$ cat src/hw/gng_cpu_consts.svh
`ifndef GNG_CPU_CONSTS_SVH
`define GNG_CPU_CONSTS_SVH

`define ADDR_W      16
`define DATA_W      8
`define BANK_W      3
`define EXT_ADDR_W  13
`define ROM_ADDR_W  17
`define REGION_W    3

`define RGN_WRAM    3'd0
`define RGN_EXT     3'd1
`define RGN_ROM     3'd2
`define RGN_OPEN    3'd3

`define ROM8N_BASE  17'h00000  // 8n/9n, 32 KB
`define ROM10N_BASE 17'h08000  // 10n, 16 KB
`define ROM10N_END  17'h0c000
`define ROM13N_BASE 17'h10000  // 13n/12n, 32 KB
`define ROM13N_END  17'h18000

`define OPEN_BUS_DATA 8'hff

`endif

$ cat src/hw/gng_cpu_pkg.sv
`include "gng_cpu_consts.svh"

package gng_cpu_pkg;

	// cpu address
	typedef logic [`ADDR_W-1:0] addr_t;

	// one bus byte
	typedef logic [`DATA_W-1:0] data_t;

	// bank register from the video board
	typedef logic [`BANK_W-1:0] bank_t;

	// board bus address, pins AB[12:0]
	typedef logic [`EXT_ADDR_W-1:0] ext_addr_t;

	// 8n/9n, 10n and 13n/12n in one space
	typedef logic [`ROM_ADDR_W-1:0] rom_addr_t;

	// decoded region, see RGN_* macros
	typedef logic [`REGION_W-1:0] region_t;

	// strobe fsm of the board bus driver
	typedef enum logic {
		ST_IDLE,
		ST_STROBE
	} bus_state_e;

endpackage

$ cat src/hw/gng_bus_if.sv
`timescale 1ns/1ps

// registered cpu request, capture to decode
interface gng_req_if import gng_cpu_pkg::*; ();
	logic  valid;  // one cycle per request
	addr_t addr;
	data_t wdata;
	logic  rnw;
	bank_t bank;

	modport src (
		output valid, addr, wdata, rnw, bank
	);

	modport dst (
		input valid, addr, wdata, rnw, bank
	);
endinterface

// decoded request, decode to bus driver
interface gng_dec_if import gng_cpu_pkg::*; ();
	logic      valid;
	region_t   region;
	rom_addr_t rom_addr;  // only meaningful for RGN_ROM
	ext_addr_t ext_addr;
	data_t     wdata;
	logic      rnw;

	modport src (
		output valid, region, rom_addr, ext_addr, wdata, rnw
	);

	modport dst (
		input valid, region, rom_addr, ext_addr, wdata, rnw
	);
endinterface

$ cat src/hw/cpu_bus_capture.sv
`timescale 1ns/1ps

module cpu_bus_capture
	import gng_cpu_pkg::*;
(
	input  logic g6m,
	input  logic rst_n,
	input  logic cpu_req,
	input  addr_t cpu_addr,
	input  data_t cpu_wdata,
	input  logic cpu_rnw,
	input  bank_t bank,
	input  logic irq1,
	input  logic ba,
	input  logic bs,
	output logic irq_n,
	output logic akb_b,
	gng_req_if.src req
);

	logic [1:0] irq_sync;  // irq1 comes from another board
	logic irq_prev;
	logic irq_rise;
	logic irq_ack;
	logic bus_grant;

	assign irq_rise = irq_sync[1] & ~irq_prev;

	// bs/ba decode as on the 139
	assign irq_ack = bs & ~ba;  // interrupt acknowledge
	assign bus_grant = bs & ba;

	always_ff @(posedge g6m or negedge rst_n) begin
		if (!rst_n) begin
			req.valid <= 1'b0;
			irq_sync <= 2'b00;
			irq_prev <= 1'b0;
			irq_n <= 1'b1;
			akb_b <= 1'b1;
		end else begin
			req.valid <= cpu_req;
			irq_sync <= {irq_sync[0], irq1};
			irq_prev <= irq_sync[1];
			akb_b <= ~bus_grant;
			// ack wins over a new edge
			if (irq_ack) begin
				irq_n <= 1'b1;
			end else if (irq_rise) begin
				irq_n <= 1'b0;
			end
		end
	end

	// request payload, held until the next request
	always_ff @(posedge g6m) begin
		if (cpu_req) begin
			req.addr <= cpu_addr;
			req.wdata <= cpu_wdata;
			req.rnw <= cpu_rnw;
			req.bank <= bank;
		end
	end

	// an acknowledge cycle must never see the line asserted
	a_irq_no_fall_on_ack: assert property (
		@(posedge g6m) disable iff (!rst_n)
		$fell(irq_n) |-> !$past(irq_ack)
	);

endmodule

$ cat src/hw/gng_addr_decode.sv
`timescale 1ns/1ps
`include "gng_cpu_consts.svh"

module gng_addr_decode
	import gng_cpu_pkg::*;
(
	input  logic g6m,
	input  logic rst_n,
	gng_req_if.dst req,
	gng_dec_if.src dec
);

	logic [2:0] page;  // A15..A13, the 138 select
	region_t region_nxt;
	rom_addr_t rom_nxt;

	assign page = req.addr[15:13];

	always_comb begin
		region_nxt = `RGN_OPEN;
		rom_nxt = `ROM8N_BASE;
		case (page)
			3'd0: begin
				region_nxt = `RGN_WRAM;
			end
			3'd1: begin
				region_nxt = `RGN_EXT;
			end
			3'd2: begin  // banked window 4000-5FFF
				case (req.bank)
					3'd0, 3'd1, 3'd2, 3'd3: begin
						region_nxt = `RGN_ROM;
						rom_nxt = `ROM13N_BASE +
							rom_addr_t'({req.bank[1:0], req.addr[12:0]});
					end
					3'd4: begin  // lower half of 10n
						region_nxt = `RGN_ROM;
						rom_nxt = `ROM10N_BASE + rom_addr_t'({1'b0, req.addr[12:0]});
					end
					default: begin
						region_nxt = `RGN_OPEN;  // banks 5-7 unpopulated
					end
				endcase
			end
			3'd3: begin  // fixed upper half of 10n
				region_nxt = `RGN_ROM;
				rom_nxt = `ROM10N_BASE + rom_addr_t'({1'b1, req.addr[12:0]});
			end
			default: begin  // 8000-FFFF, 8n and 9n
				region_nxt = `RGN_ROM;
				rom_nxt = `ROM8N_BASE + rom_addr_t'(req.addr[14:0]);
			end
		endcase
	end

	always_ff @(posedge g6m or negedge rst_n) begin
		if (!rst_n) begin
			dec.valid <= 1'b0;
		end else begin
			dec.valid <= req.valid;
		end
	end

	always_ff @(posedge g6m) begin
		if (req.valid) begin
			dec.region <= region_nxt;
			dec.rom_addr <= rom_nxt;
			dec.ext_addr <= req.addr[12:0];
			dec.wdata <= req.wdata;
			dec.rnw <= req.rnw;
		end
	end

	// no ROM access may fall into the gap between 10n and 13n
	a_rom_addr_range: assert property (
		@(posedge g6m) disable iff (!rst_n)
		(dec.valid && dec.region == `RGN_ROM) |->
			(dec.rom_addr < `ROM10N_END) ||
			(dec.rom_addr >= `ROM13N_BASE && dec.rom_addr < `ROM13N_END)
	);

endmodule

$ cat src/hw/ext_bus_driver.sv
`timescale 1ns/1ps
`include "gng_cpu_consts.svh"

module ext_bus_driver
	import gng_cpu_pkg::*;
(
	input  logic g6m,
	input  logic rst_n,
	gng_dec_if.dst dec,
	input  logic blcnten_b,
	input  data_t rom_data,
	input  data_t db_in,
	output ext_addr_t ab,
	output data_t db_out,
	output logic db_oe,
	output logic rdb_b,
	output logic wrb_b,
	output logic wram_b,
	output logic exten_b,
	output logic rom_rd,
	output logic cpu_rvalid,
	output data_t cpu_rdata,
	output rom_addr_t rom_addr
);

	bus_state_e state;
	bus_state_e state_nxt;
	region_t region_q;
	logic rnw_q;
	logic released_q;  // bus was given away for this item
	logic ext_hit;

	// wram and ext go through the 245 buffers
	assign ext_hit = (dec.region == `RGN_WRAM || dec.region == `RGN_EXT) && blcnten_b;

	assign state_nxt = dec.valid ? ST_STROBE : ST_IDLE;

	always_ff @(posedge g6m or negedge rst_n) begin
		if (!rst_n) begin
			state <= ST_IDLE;
			rdb_b <= 1'b1;
			wrb_b <= 1'b1;
			wram_b <= 1'b1;
			exten_b <= 1'b1;
			db_oe <= 1'b0;
			rom_rd <= 1'b0;
		end else begin
			state <= state_nxt;
			rdb_b <= ~(dec.valid && ext_hit && dec.rnw);
			wrb_b <= ~(dec.valid && ext_hit && !dec.rnw);
			wram_b <= ~(dec.valid && blcnten_b && dec.region == `RGN_WRAM);
			exten_b <= ~(dec.valid && blcnten_b && dec.region == `RGN_EXT);
			db_oe <= dec.valid && ext_hit && !dec.rnw;
			rom_rd <= dec.valid && dec.rnw && dec.region == `RGN_ROM;  // ROM writes dropped
		end
	end

	always_ff @(posedge g6m) begin
		if (dec.valid) begin
			ab <= dec.ext_addr;
			db_out <= dec.wdata;
			rom_addr <= dec.rom_addr;
			region_q <= dec.region;
			rnw_q <= dec.rnw;
			released_q <= ~blcnten_b;
		end
	end

	assign cpu_rvalid = (state == ST_STROBE) && rnw_q;

	// read data source
	always_comb begin
		case (region_q)
			`RGN_ROM: cpu_rdata = rom_data;
			`RGN_WRAM, `RGN_EXT: cpu_rdata = released_q ? `OPEN_BUS_DATA : db_in;
			default: cpu_rdata = `OPEN_BUS_DATA;  // pull-ups on D
		endcase
	end

	a_no_rd_wr_overlap: assert property (
		@(posedge g6m) disable iff (!rst_n)
		!(!rdb_b && !wrb_b)
	);

endmodule

$ cat src/hw/gng_cpu_bus.sv
`timescale 1ns/1ps

module gng_cpu_bus
	import gng_cpu_pkg::*;
(
	input  logic g6m,
	input  logic rst_n,
	// cpu side
	input  logic cpu_req,
	input  addr_t cpu_addr,
	input  data_t cpu_wdata,
	input  logic cpu_rnw,
	output logic cpu_rvalid,
	output data_t cpu_rdata,
	input  bank_t bank,      // from 2/8
	// interrupt and bus state
	input  logic irq1,
	input  logic ba,
	input  logic bs,
	output logic irq_n,
	output logic akb_b,
	// rom chips
	output rom_addr_t rom_addr,
	output logic rom_rd,
	input  data_t rom_data,
	// board bus
	input  logic blcnten_b,
	output ext_addr_t ab,
	output data_t db_out,
	input  data_t db_in,
	output logic db_oe,
	output logic rdb_b,
	output logic wrb_b,
	output logic wram_b,
	output logic exten_b
);

	gng_req_if u_req ();
	gng_dec_if u_dec ();

	cpu_bus_capture u_capture (
		.g6m       (g6m),
		.rst_n     (rst_n),
		.cpu_req   (cpu_req),
		.cpu_addr  (cpu_addr),
		.cpu_wdata (cpu_wdata),
		.cpu_rnw   (cpu_rnw),
		.bank      (bank),
		.irq1      (irq1),
		.ba        (ba),
		.bs        (bs),
		.irq_n     (irq_n),
		.akb_b     (akb_b),
		.req       (u_req.src)
	);

	gng_addr_decode u_decode (
		.g6m   (g6m),
		.rst_n (rst_n),
		.req   (u_req.dst),
		.dec   (u_dec.src)
	);

	ext_bus_driver u_driver (
		.g6m        (g6m),
		.rst_n      (rst_n),
		.dec        (u_dec.dst),
		.blcnten_b  (blcnten_b),
		.rom_data   (rom_data),
		.db_in      (db_in),
		.ab         (ab),
		.db_out     (db_out),
		.db_oe      (db_oe),
		.rdb_b      (rdb_b),
		.wrb_b      (wrb_b),
		.wram_b     (wram_b),
		.exten_b    (exten_b),
		.rom_rd     (rom_rd),
		.cpu_rvalid (cpu_rvalid),
		.cpu_rdata  (cpu_rdata),
		.rom_addr   (rom_addr)
	);

endmodule

$ cat config.mk
export PLATFORM = sky130hd
export DESIGN_NAME = gng_cpu_bus
export DESIGN_NICKNAME = d
export VERILOG_FILES = /design/src/hw/gng_cpu_pkg.sv /design/src/hw/gng_bus_if.sv /design/src/hw/cpu_bus_capture.sv /design/src/hw/gng_addr_decode.sv /design/src/hw/ext_bus_driver.sv /design/src/hw/gng_cpu_bus.sv
export VERILOG_INCLUDE_DIRS = /design/src /design/src/hw
export SDC_FILE = /design/constraint.sdc
export NUM_CORES = 1
export LEC_CHECK = 0
export BUFFER_PORTS_ARGS = -buffer_cell sky130_fd_sc_hd__buf_4
export CELL_PAD_IN_SITES_DETAIL_PLACEMENT = 1
export CELL_PAD_IN_SITES_GLOBAL_PLACEMENT = 1
export CORE_MARGIN = 3
export CORE_UTILIZATION = 35
export CTS_CLUSTER_DIAMETER = 50
export DETAILED_ROUTE_END_ITERATION = 10
export PLACE_DENSITY_LB_ADDON = 0.05
export SLEW_MARGIN = 20
export SYNTH_ARGS = -nofsm -noshare
export SYNTH_HDL_FRONTEND = slang
export SYNTH_SLANG_ARGS = --single-unit
export TNS_END_PERCENT = 30
$ cat constraint.sdc
create_clock -name g6m -period 2 [get_ports g6m]
set_input_delay 0.1 -clock g6m [delete_from_list [all_inputs] [get_ports g6m]]
set_output_delay 0.1 -clock g6m [all_outputs]
set_load 0.02 [all_outputs]
==> impl_metrics.yaml, run 1 <==
global_route:
  grt_util_all_layers_pct: 12.3
  grt_pass1_vias: 2399
  grt_max_degree: 30
  antenna_found_initial: 0
  grt-ovfl-total: 0
  grt_first_pass_wirelength_um: 11800
sta:
  finClkSkew_ps: 5.94
  rsz0062_at_grt: "false"
  period_needed_ps: 1620
  fin_crit_sh_pct: 80.9
  fmaxAchievable_ghz: 0.618
  timing.hold.ws_ps: 57.8
  maxSlewViolCount: 0
  hold_violations: 0
  slew_headroom_pct: 59.6
  setup_tns_ps: 0
  finalSetupViolCount: 0
  max_slew.worst_pin.slew_ps: 604
place:
  hpwl_um: 4910
  numPortBuffers: 105
  place_area_mm2: 0.00510
  place.gp.congestion: 0.664
final_layout:
  fin_nets: 388
  n_antenna_cell: 0
  n_fill_cell: 1007
  final_cell_mix: "edfxtp_1 (111), buf_4 (105), dlygate4sd3_1 (34)"
  final_area_mm2: 0.00598
  final_common_cell: "edfxtp_1"
  layout-drive-gt1-share_pct: 44.7
  areaGrowthSynthToFinish_pct: 45.2
synth:
  synth_cells: 181
  ys_types: 30
  yosysSeqAreaShare_pct: 89.6
  synthSimpleGateAreaFrac_pct: 2.95
  yosys_warnings: 0
  yosys.area_share.xor_xnor_pct: 0
  syn-num-nets: 232
  synth_area_per_cell_um2: 22.7
  synth_seq_cells: 125
  synth_fa_ha_area_share_pct: 0
  syn_area_mm2: 0.00412
  synth-compound-area-share_pct: 6.38
  synth.area.mux_share_pct: 0
  synth_top_family_by_area: "compound AO/OA/AOI/OAI gates"
cts:
  root_buffer: "clkbuf_16"
  cts_sinks: 125
  cts.clk_slew.worst_paths_ps: 50
  clock_path_buffers: 2
  cts_resized: 0
  h-tree-depth: 4
  cts_tree: "yes"
  cts_buffers: 17
  clk_latency_ps: 400
floorplanning:
  initial_core_util_pct: 36.9
  ios: 106
  core.rowCount: 38
  dieHeight_um: 114
  dieArea_mm2: 0.0131
  core_area_mm2: 0.0112
  die_width_um: 114
route:
  drc: 0
  ant_nets: 0
  num_vias: 2165
  post_drt_wl_per_cell_um: 15.4
  drtPass1Iterations: 4
  wirelength_um: 7550
  dr.first_iter.drc_count: 73
  vias_per_cell: 4.43
power:
  power_density_mw_per_mm2: 1070
  power_mw: 6.38
  leakage_nw: 2.32
  vdd_drop_max_v: 0.000532
worst_setup_path:
  reg2reg_setup_slack_ps: 480
  end_kind: "primary output"
  start_kind: "flip-flop"
  crit_type: "flip-flop to primary output"
  timing.critical_path.fanout_max: 7
  arrival_ps: 1520
  cp.required_ps: 1900
min_path:
  hold_path_class: "input pin to flip-flop"
status:
  status: "complete, no violations"
flow_run:
  cap_viol_max_count: 0
## sequential cells by signal, summed over array words and instances (netlist names), 2 cells and up
signal                 count
u_capture.req.addr        16
u_decode.dec.wdata         8
u_decode.dec.ext_addr     13
u_driver.rom_addr         17
u_capture.req.bank         3
u_capture.req.wdata        8
u_decode.dec.rom_addr     17
u_decode.dec.region        2
u_driver.ab               13
u_capture.irq_sync         2
u_driver.region_q          2
u_driver.db_out            8
## cell usage after synthesis
library cell / instances / share of area, %
o21a_1: 1 / 0.18
nor2_1: 2 / 0.18
o32ai_1: 1 / 0.21
inv_1: 3 / 0.27
a21oi_1: 1 / 0.12
a21boi_2: 10 / 2.7
or2_1: 2 / 0.30
dfstp_2: 6 / 3.8
o22a_1: 7 / 1.5
a22o_1: 1 / 0.21
or3_1: 2 / 0.30
o32a_1: 1 / 0.24
clkbuf_1: 2 / 0.18
o21ai_0: 2 / 0.24
nor3b_1: 1 / 0.18
nor2_2: 1 / 0.15
or2b_1: 1 / 0.18
buf_6: 1 / 0.27
o21ai_4: 1 / 0.40
nand2_1: 4 / 0.36
nand2b_1: 2 / 0.30
nor3_2: 1 / 0.24
dfrtp_1: 8 / 4.9
and4b_1: 1 / 0.24
nand2b_4: 1 / 0.33
edfxtp_1: 111 / 81
and2_1: 1 / 0.15
a21boi_1: 3 / 0.55
inv_2: 2 / 0.18
buf_2: 1 / 0.12
## cell families (layout without fill, tap and decap cells)
kind of cell           count (synthesis)  in the layout
buffers and inverters                  9            177
AOI/OAI and AO/OA                     28             28
DFF                                  125            125
and+or+nand+nor                       19             19
## critical path: stages, from the launching register on
cell,delay (ps)
edfxtp_1,410
or2_1,330
o22a_1,230
buf_4,160
## layout make-up
class	count	area, um2	area share [%]
clock buffer	20	437	7.30
clock inverter	11	101	1.70
inverter	5	18.8	0.314
multi-input combinational	47	384	6.43
sequential	125	3690	61.8
tap	140	175	2.93
timing repair buffer	141	1170	19.5
## per-layer routing
layer  wire length [um]  track usage [%]  vias up
met3                659             5.18        9
met1               2960             13.6     1057
li1                   -                -     1016
met5                  0                0        -
met4                 98             6.18        0
met2               3830             20.3       83
## through the flow
stage,setup slack (ps),utilization [%],std cells
after global placement,496,45.6,424
after floorplan,171,-,181
final,382,53.5,489
after detailed placement,473,45.6,424
after CTS,349,53.5,489
after global routing,290,53.5,489
## path summary, 6_finish.rpt
check | cells past startpoint | endpoint | startpoint
min in group asynchronous | 2 | u_capture.irq_sync[0] | rst_n
max reg2reg | 3 | u_decode.dec.rom_addr[6] | u_capture.req.addr[13]
min | 1 | u_capture.req.valid | cpu_req
max | 3 | cpu_rdata[6] | u_driver.region_q[1]
max in group asynchronous | 2 | u_driver.exten_b | rst_n
min reg2reg | 0 | u_capture.irq_sync[1] | u_capture.irq_sync[0]
## what timing repair did
item / CTS / global route
setup endpoints to repair: 0 / 0
endpoints found under the hold margin: 46 / 0
setup buffers: 0 / 0
hold buffers: 34 / 0
## report_power, final
part           internal [mW]  total, mW  switching (mW)
Clock                   1.80       2.78           0.985
Combinational          0.226      0.434           0.208
Sequential              3.08       3.17          0.0833
No activity file was read; power rests on OpenSTA's default activity.
==> inputs of run 2 (changes only) <==
Clock period 2 ns to 1.3 ns, I/O delays scaled along.
==> run 2 against run 1 <==
Net effect: largest power group unchanged; sequential share of layout area fell by 1.1 points; highest routed layer unchanged; worst setup slack got worse by 560 ps; final cell count rose by 0.61%; cell area rose by 1.9%; the run now ends with negative setup slack left; sequential cell count did not move; clock power rose by 62%.
==> impl_metrics.yaml, run 2 (synthesized netlist as in run 1, its figures left out) <==
min_path:
  min_to: "u_capture.req.valid"
  whs_path_depth: 1
  min_from: "cpu_req"
  hold_path_class: "input pin to flip-flop"
sta:
  max_slew.worst_pin.slew_ps: 403
  slew_headroom_pct: 73.1
  fmaxAchievable_ghz: 0.675
  setup_tns_ps: -1290
  finClkSkew_ps: 6.66
  period_needed_ps: 1480
  fin_crit_sh_pct: 114
  hold_violations: 0
  rsz0062_at_grt: "true"
  maxSlewViolCount: 0
  fin_ws_ps: -181
  finalSetupViolCount: 8
worst_setup_path:
  start_kind: "flip-flop"
  crit_type: "flip-flop to primary output"
  crit_chain: "or2_4 -> o22a_1 -> buf_6"
  reg2reg_setup_slack_ps: 90
  cp.required_ps: 1240
  timing.rr.end: "u_decode.dec.rom_addr[0]"
  arrival_ps: 1420
  cp_slowest_cell: "edfxtp_1"
  slowest_delay_ps: 420
  reg2reg_from: "u_capture.req.addr[13]"
  timing.critical_path.fanout_max: 7
  reg2regPathDepth: 4
  end_kind: "primary output"
place:
  dp_cells: 427
  pre_cts_ws_ps: 92.1
  place.gp.congestion: 0.690
  hpwl_um: 5090
  numPortBuffers: 105
cts:
  cts_sinks: 125
  cts_tree: "yes"
  clock_path_buffers: 2
  clk_latency_ps: 390
  cts.clk_slew.worst_paths_ps: 50
  postCtsSetupRepairBufs: 0
  h-tree-depth: 4
  cts_buffers: 17
  root_buffer: "clkbuf_16"
global_route:
  grt_util_all_layers_pct: 12.6
  grt_first_pass_wirelength_um: 12200
  grt-ovfl-total: 0
  grt_pass1_vias: 2436
  grt_max_degree: 37
  antenna_found_initial: 0
route:
  wirelength_um: 7780
  drc: 0
  vias_per_cell: 4.44
  num_vias: 2184
  post_drt_wl_per_cell_um: 15.8
  drtPass1Iterations: 5
  ant_nets: 0
  dr.first_iter.drc_count: 128
final_layout:
  fin_nets: 391
  utilization_pct: 54.5
  layout-drive-gt1-share_pct: 47.4
  final_common_cell: "edfxtp_1"
  reg_top3: "u_decode.dec.rom_addr: 17 flops, u_driver.rom_addr: 17 flops, u_capture.req.addr: 16 flops"
  final_cells: 492
  final_cell_mix: "edfxtp_1 (111), buf_4 (99), dlygate4sd3_1 (34)"
  n_antenna_cell: 0
  areaGrowthSynthToFinish_pct: 48.0
  n_fill_cell: 1017
floorplanning:
  dieArea_mm2: 0.0131
  dieHeight_um: 114
  core.rowCount: 38
  die_width_um: 114
  ios: 106
  core_area_mm2: 0.0112
  initial_core_util_pct: 36.9
power:
  vdd_drop_max_v: 0.000758
  power_density_mw_per_mm2: 1650
  power_mw: 10.1
  leakage_nw: 2.36
flow_run:
  cap_viol_max_count: 0
status:
  failed_checks: "negative setup slack"
  status: "finished with violations"
## run 2: changes by cell type in the layout (fill, tap and decap cells not counted), moves of 2 or more
cell | previous run | this run
clkbuf_1 | 3 | 0
buf_4 | 105 | 99
clkinvlp_4 | 0 | 3
clkinv_4 | 0 | 3
buf_6 | 0 | 7
clkinv_1 | 3 | 0
buf_12 | 2 | 4
clkinv_2 | 6 | 4
inv_6 | 0 | 2
## run 2: power by group
part | internal, mW | total (mW) | switching, mW
Sequential | 4.74 | 4.86 | 0.119
Combinational | 0.379 | 0.719 | 0.340
Clock | 2.81 | 4.49 | 1.67
Total | 7.93 | 10.1 | 2.13
## run 2: layer usage
layer / GRT usage (%) / part of all wire [%] / wire [um] / up-vias
met5: 0 / 0 / 0 / -
met4: 6.65 / 0.67 / 52 / 0
met3: 4.33 / 7.7 / 602 / 5
met2: 21.0 / 52 / 4050 / 83
met1: 14.4 / 40 / 3080 / 1070
li1: - / - / - / 1026
## run 2: final cells by class
| type | count | area (um2) | area share (%) |
|---|---|---|---|
| Timing Repair Buffer | 144 | 1240 | 20.4 |
| Inverter | 5 | 18.8 | 0.308 |
| Multi-Input combinational cell | 47 | 389 | 6.39 |
| Clock buffer | 17 | 425 | 6.98 |
| Tap cell | 140 | 175 | 2.87 |
| Sequential cell | 125 | 3700 | 60.7 |
| Clock inverter | 14 | 146 | 2.40 |
## run 2: worst max-delay path by stage
stage               depth (start not counted)  slack [ps]              startpoint                  endpoint
global placement                            4         120  u_capture.req.addr[13]  u_decode.dec.rom_addr[6]
global route                                3        -250    u_driver.region_q[1]              cpu_rdata[0]
CTS                                         3        -200    u_driver.region_q[1]              cpu_rdata[4]
finish                                      3        -180    u_driver.region_q[1]              cpu_rdata[4]
floorplan                                   3          40      u_decode.dec.valid            u_driver.db_oe
detailed placement                          4          90  u_capture.req.addr[13]  u_decode.dec.rom_addr[0]
## run 2: metrics by stage
step                instance area (um2)  hold WS [ps]
finish                             6090          18.7
global route                       6090          17.8
detailed placement                 5150         -73.6
global placement                   5150         -79.6
CTS                                6090          12.6
floorplan                          4120          -231
## run 2: repair_timing
action | CTS | global route
resized for setup | 9 | 0
cloned | 0 | 0
hold buffers | 34 | 0
endpoints found under the hold margin | 48 | 0
pin swaps | 8 | 0
setup endpoints to repair | 8 | 8
## run 2: worst max-delay path: cells and delay by family (launching register included)
| kind | cells | cell delay (ps) |
|---|---|---|
| AO/OA/AOI/OAI | 1 | 190 |
| buffers and inverters | 1 | 140 |
| flip-flops | 1 | 420 |
| AND/OR/NAND/NOR | 1 | 290 |
==> inputs of run 3 (changes only) <==
Settings changed: CELL_PAD_IN_SITES_DETAIL_PLACEMENT 1 to 0.
==> run 3 against run 2 <==
Net effect: the flow still finishes with violations (negative setup slack); combinational power barely moved; first-iteration DRC count fell by 56%; clock-buffer cell count did not move; register-to-register slack barely moved; highest routed layer unchanged; cell area rose by 1.8%; die area did not move; global-route usage fell by 0.93 points.
==> impl_metrics.yaml, run 3 (synthesized netlist as in run 1, its figures left out) <==
status:
  status: "finished with violations"
  failed_checks: "negative setup slack"
final_layout:
  seq_area_mm2: 0.00370
  areaGrowthSynthToFinish_pct: 50.6
  reg_top3: "u_decode.dec.rom_addr: 17 flops, u_driver.rom_addr: 17 flops, u_capture.req.addr: 16 flops"
  final_cell_mix: "edfxtp_1 (111), buf_4 (100), dlygate4sd3_1 (34)"
  final_cells: 493
  multi_input_area_um2: 394
  final_common_cell: "edfxtp_1"
  fin_nets: 392
  n_fill_cell: 882
  layout-drive-gt1-share_pct: 47.6
  n_antenna_cell: 0
power:
  power_density_mw_per_mm2: 1740
  clock_power_share_pct: 48.5
  intPower_mw: 8.72
  pwr-share-seq_pct: 44.9
  power_mw: 10.8
  p_comb_share_pct: 6.6
  vdd_drop_max_v: 0.000941
  p_sw_share_pct: 19.4
  leakage_nw: 2.42
  power_switching_mw: 2.09
route:
  ant_nets: 0
  vias_per_cell: 4.41
  post_drt_wl_per_cell_um: 14.8
  drc: 0
  drtPass1Iterations: 4
  dr.first_iter.drc_count: 56
  num_vias: 2173
  wirelength_um: 7280
worst_setup_path:
  start_kind: "flip-flop"
  cp.required_ps: 1240
  timing.critical_path.fanout_max: 7
  reg2regPathDepth: 4
  arrival_ps: 1390
  crit_type: "flip-flop to primary output"
  end_kind: "primary output"
sta:
  finClkSkew_ps: 7.25
  fin_crit_sh_pct: 112
  max_slew.worst_pin.slew_ps: 392
  maxSlewViolCount: 0
  period_needed_ps: 1460
  fin_ws_ps: -158
  setup_tns_ps: -1190
  slew_headroom_pct: 73.9
  finalSetupViolCount: 8
  timing.hold.ws_ps: 14.1
  fmaxAchievable_ghz: 0.686
  hold_violations: 0
  rsz0062_at_grt: "true"
cts:
  cts_tree: "yes"
  clk_latency_ps: 400
  clock_path_buffers: 2
  h-tree-depth: 4
  cts_buffers: 17
  cts.clk_slew.worst_paths_ps: 50
  cts_sinks: 125
  root_buffer: "clkbuf_16"
place:
  hpwl_um: 4570
  dp_cells: 427
  numPortBuffers: 105
  pre_cts_ws_ps: 107
  place.gp.congestion: 0.690
global_route:
  grt_max_degree: 37
  antenna_found_initial: 0
  grt_util_all_layers_pct: 11.7
  grt-ovfl-total: 0
  grt_pass1_vias: 2312
  grt_first_pass_wirelength_um: 11300
floorplanning:
  die_width_um: 114
  core_area_mm2: 0.0112
  dieArea_mm2: 0.0131
  ios: 106
  initial_core_util_pct: 36.9
  core.rowCount: 38
  dieHeight_um: 114
min_path:
  hold_path_class: "input pin to flip-flop"
  whs_path_depth: 1
flow_run:
  cap_viol_max_count: 0
==> run 3: cell types whose count changed in the layout (fill, tap and decap cells not counted), sizes merged <==
cell / previous run / this run
bufinv: 2 / 6
clkinvlp: 3 / 0
inv: 7 / 6
buf: 110 / 111
==> run 3: layout make-up <==
class	instances	area share, %
Tap cell	140	2.82
Multi-Input combinational cell	47	6.35
Timing Repair Buffer	145	20.2
Inverter	5	0.303
Clock buffer	17	6.86
Sequential cell	125	59.6
Clock inverter	14	3.91
==> run 3: path summary, 6_finish.rpt <==
path | startpoint | endpoint | slack [ps]
setup / recovery | u_driver.region_q[1] | cpu_rdata[1] | -160
hold / removal | cpu_req | u_capture.req.valid | 10
setup reg to reg | u_capture.req.bank[2] | u_decode.dec.rom_addr[11] | 90
hold reg to reg | u_capture.irq_sync[0] | u_capture.irq_sync[1] | 350
max in group asynchronous | rst_n | u_driver.wram_b | 990
min in group asynchronous | rst_n | u_capture.irq_sync[0] | 70
==> run 3: stage by stage <==
step	util (%)	instance area, um2
3_3_place_gp	46.1	5150
3_5_place_dp	46.1	5150
4_1_cts	55.5	6200
6_report	55.5	6200
5_1_grt	55.5	6200
2_1_floorplan	-	4120
==> run 3: layer usage <==
metal	vias up	GRT usage, %	share of wire, %
li1	1032	-	-
met1	1050	13.2	40
met2	81	19.8	51
met3	10	4.39	7.8
met4	0	5.23	1.4
met5	-	0	0
==> run 3: power by group through the flow <==
| stage | Sequential [mW] | Combinational, mW | Clock (mW) |
|---|---|---|---|
| after floorplan | 5.02 | 0.161 | 0 |
| after CTS | 4.86 | 0.731 | 5.37 |
| after detailed placement | 4.94 | 0.630 | 0 |
| final | 4.86 | 0.717 | 5.24 |
| after global routing | 4.89 | 0.773 | 5.55 |
| after global placement | 4.92 | 0.628 | 0 |
==> run 3: critical path: stages, from the launching register on <==
cell and delay (ps):
edfxtp_1 410, or2_4 280, o22a_1 180, buf_6 130
==> run 3: what timing repair did <==
item | in CTS | in global routing
endpoints found under the hold margin | 48 | 0
hold buffers | 34 | 0
gates cloned | 0 | 0
resized for setup | 10 | 0
buffers inserted | 1 | 0
pin swaps | 8 | 0
endpoints found under the setup margin | 8 | 8
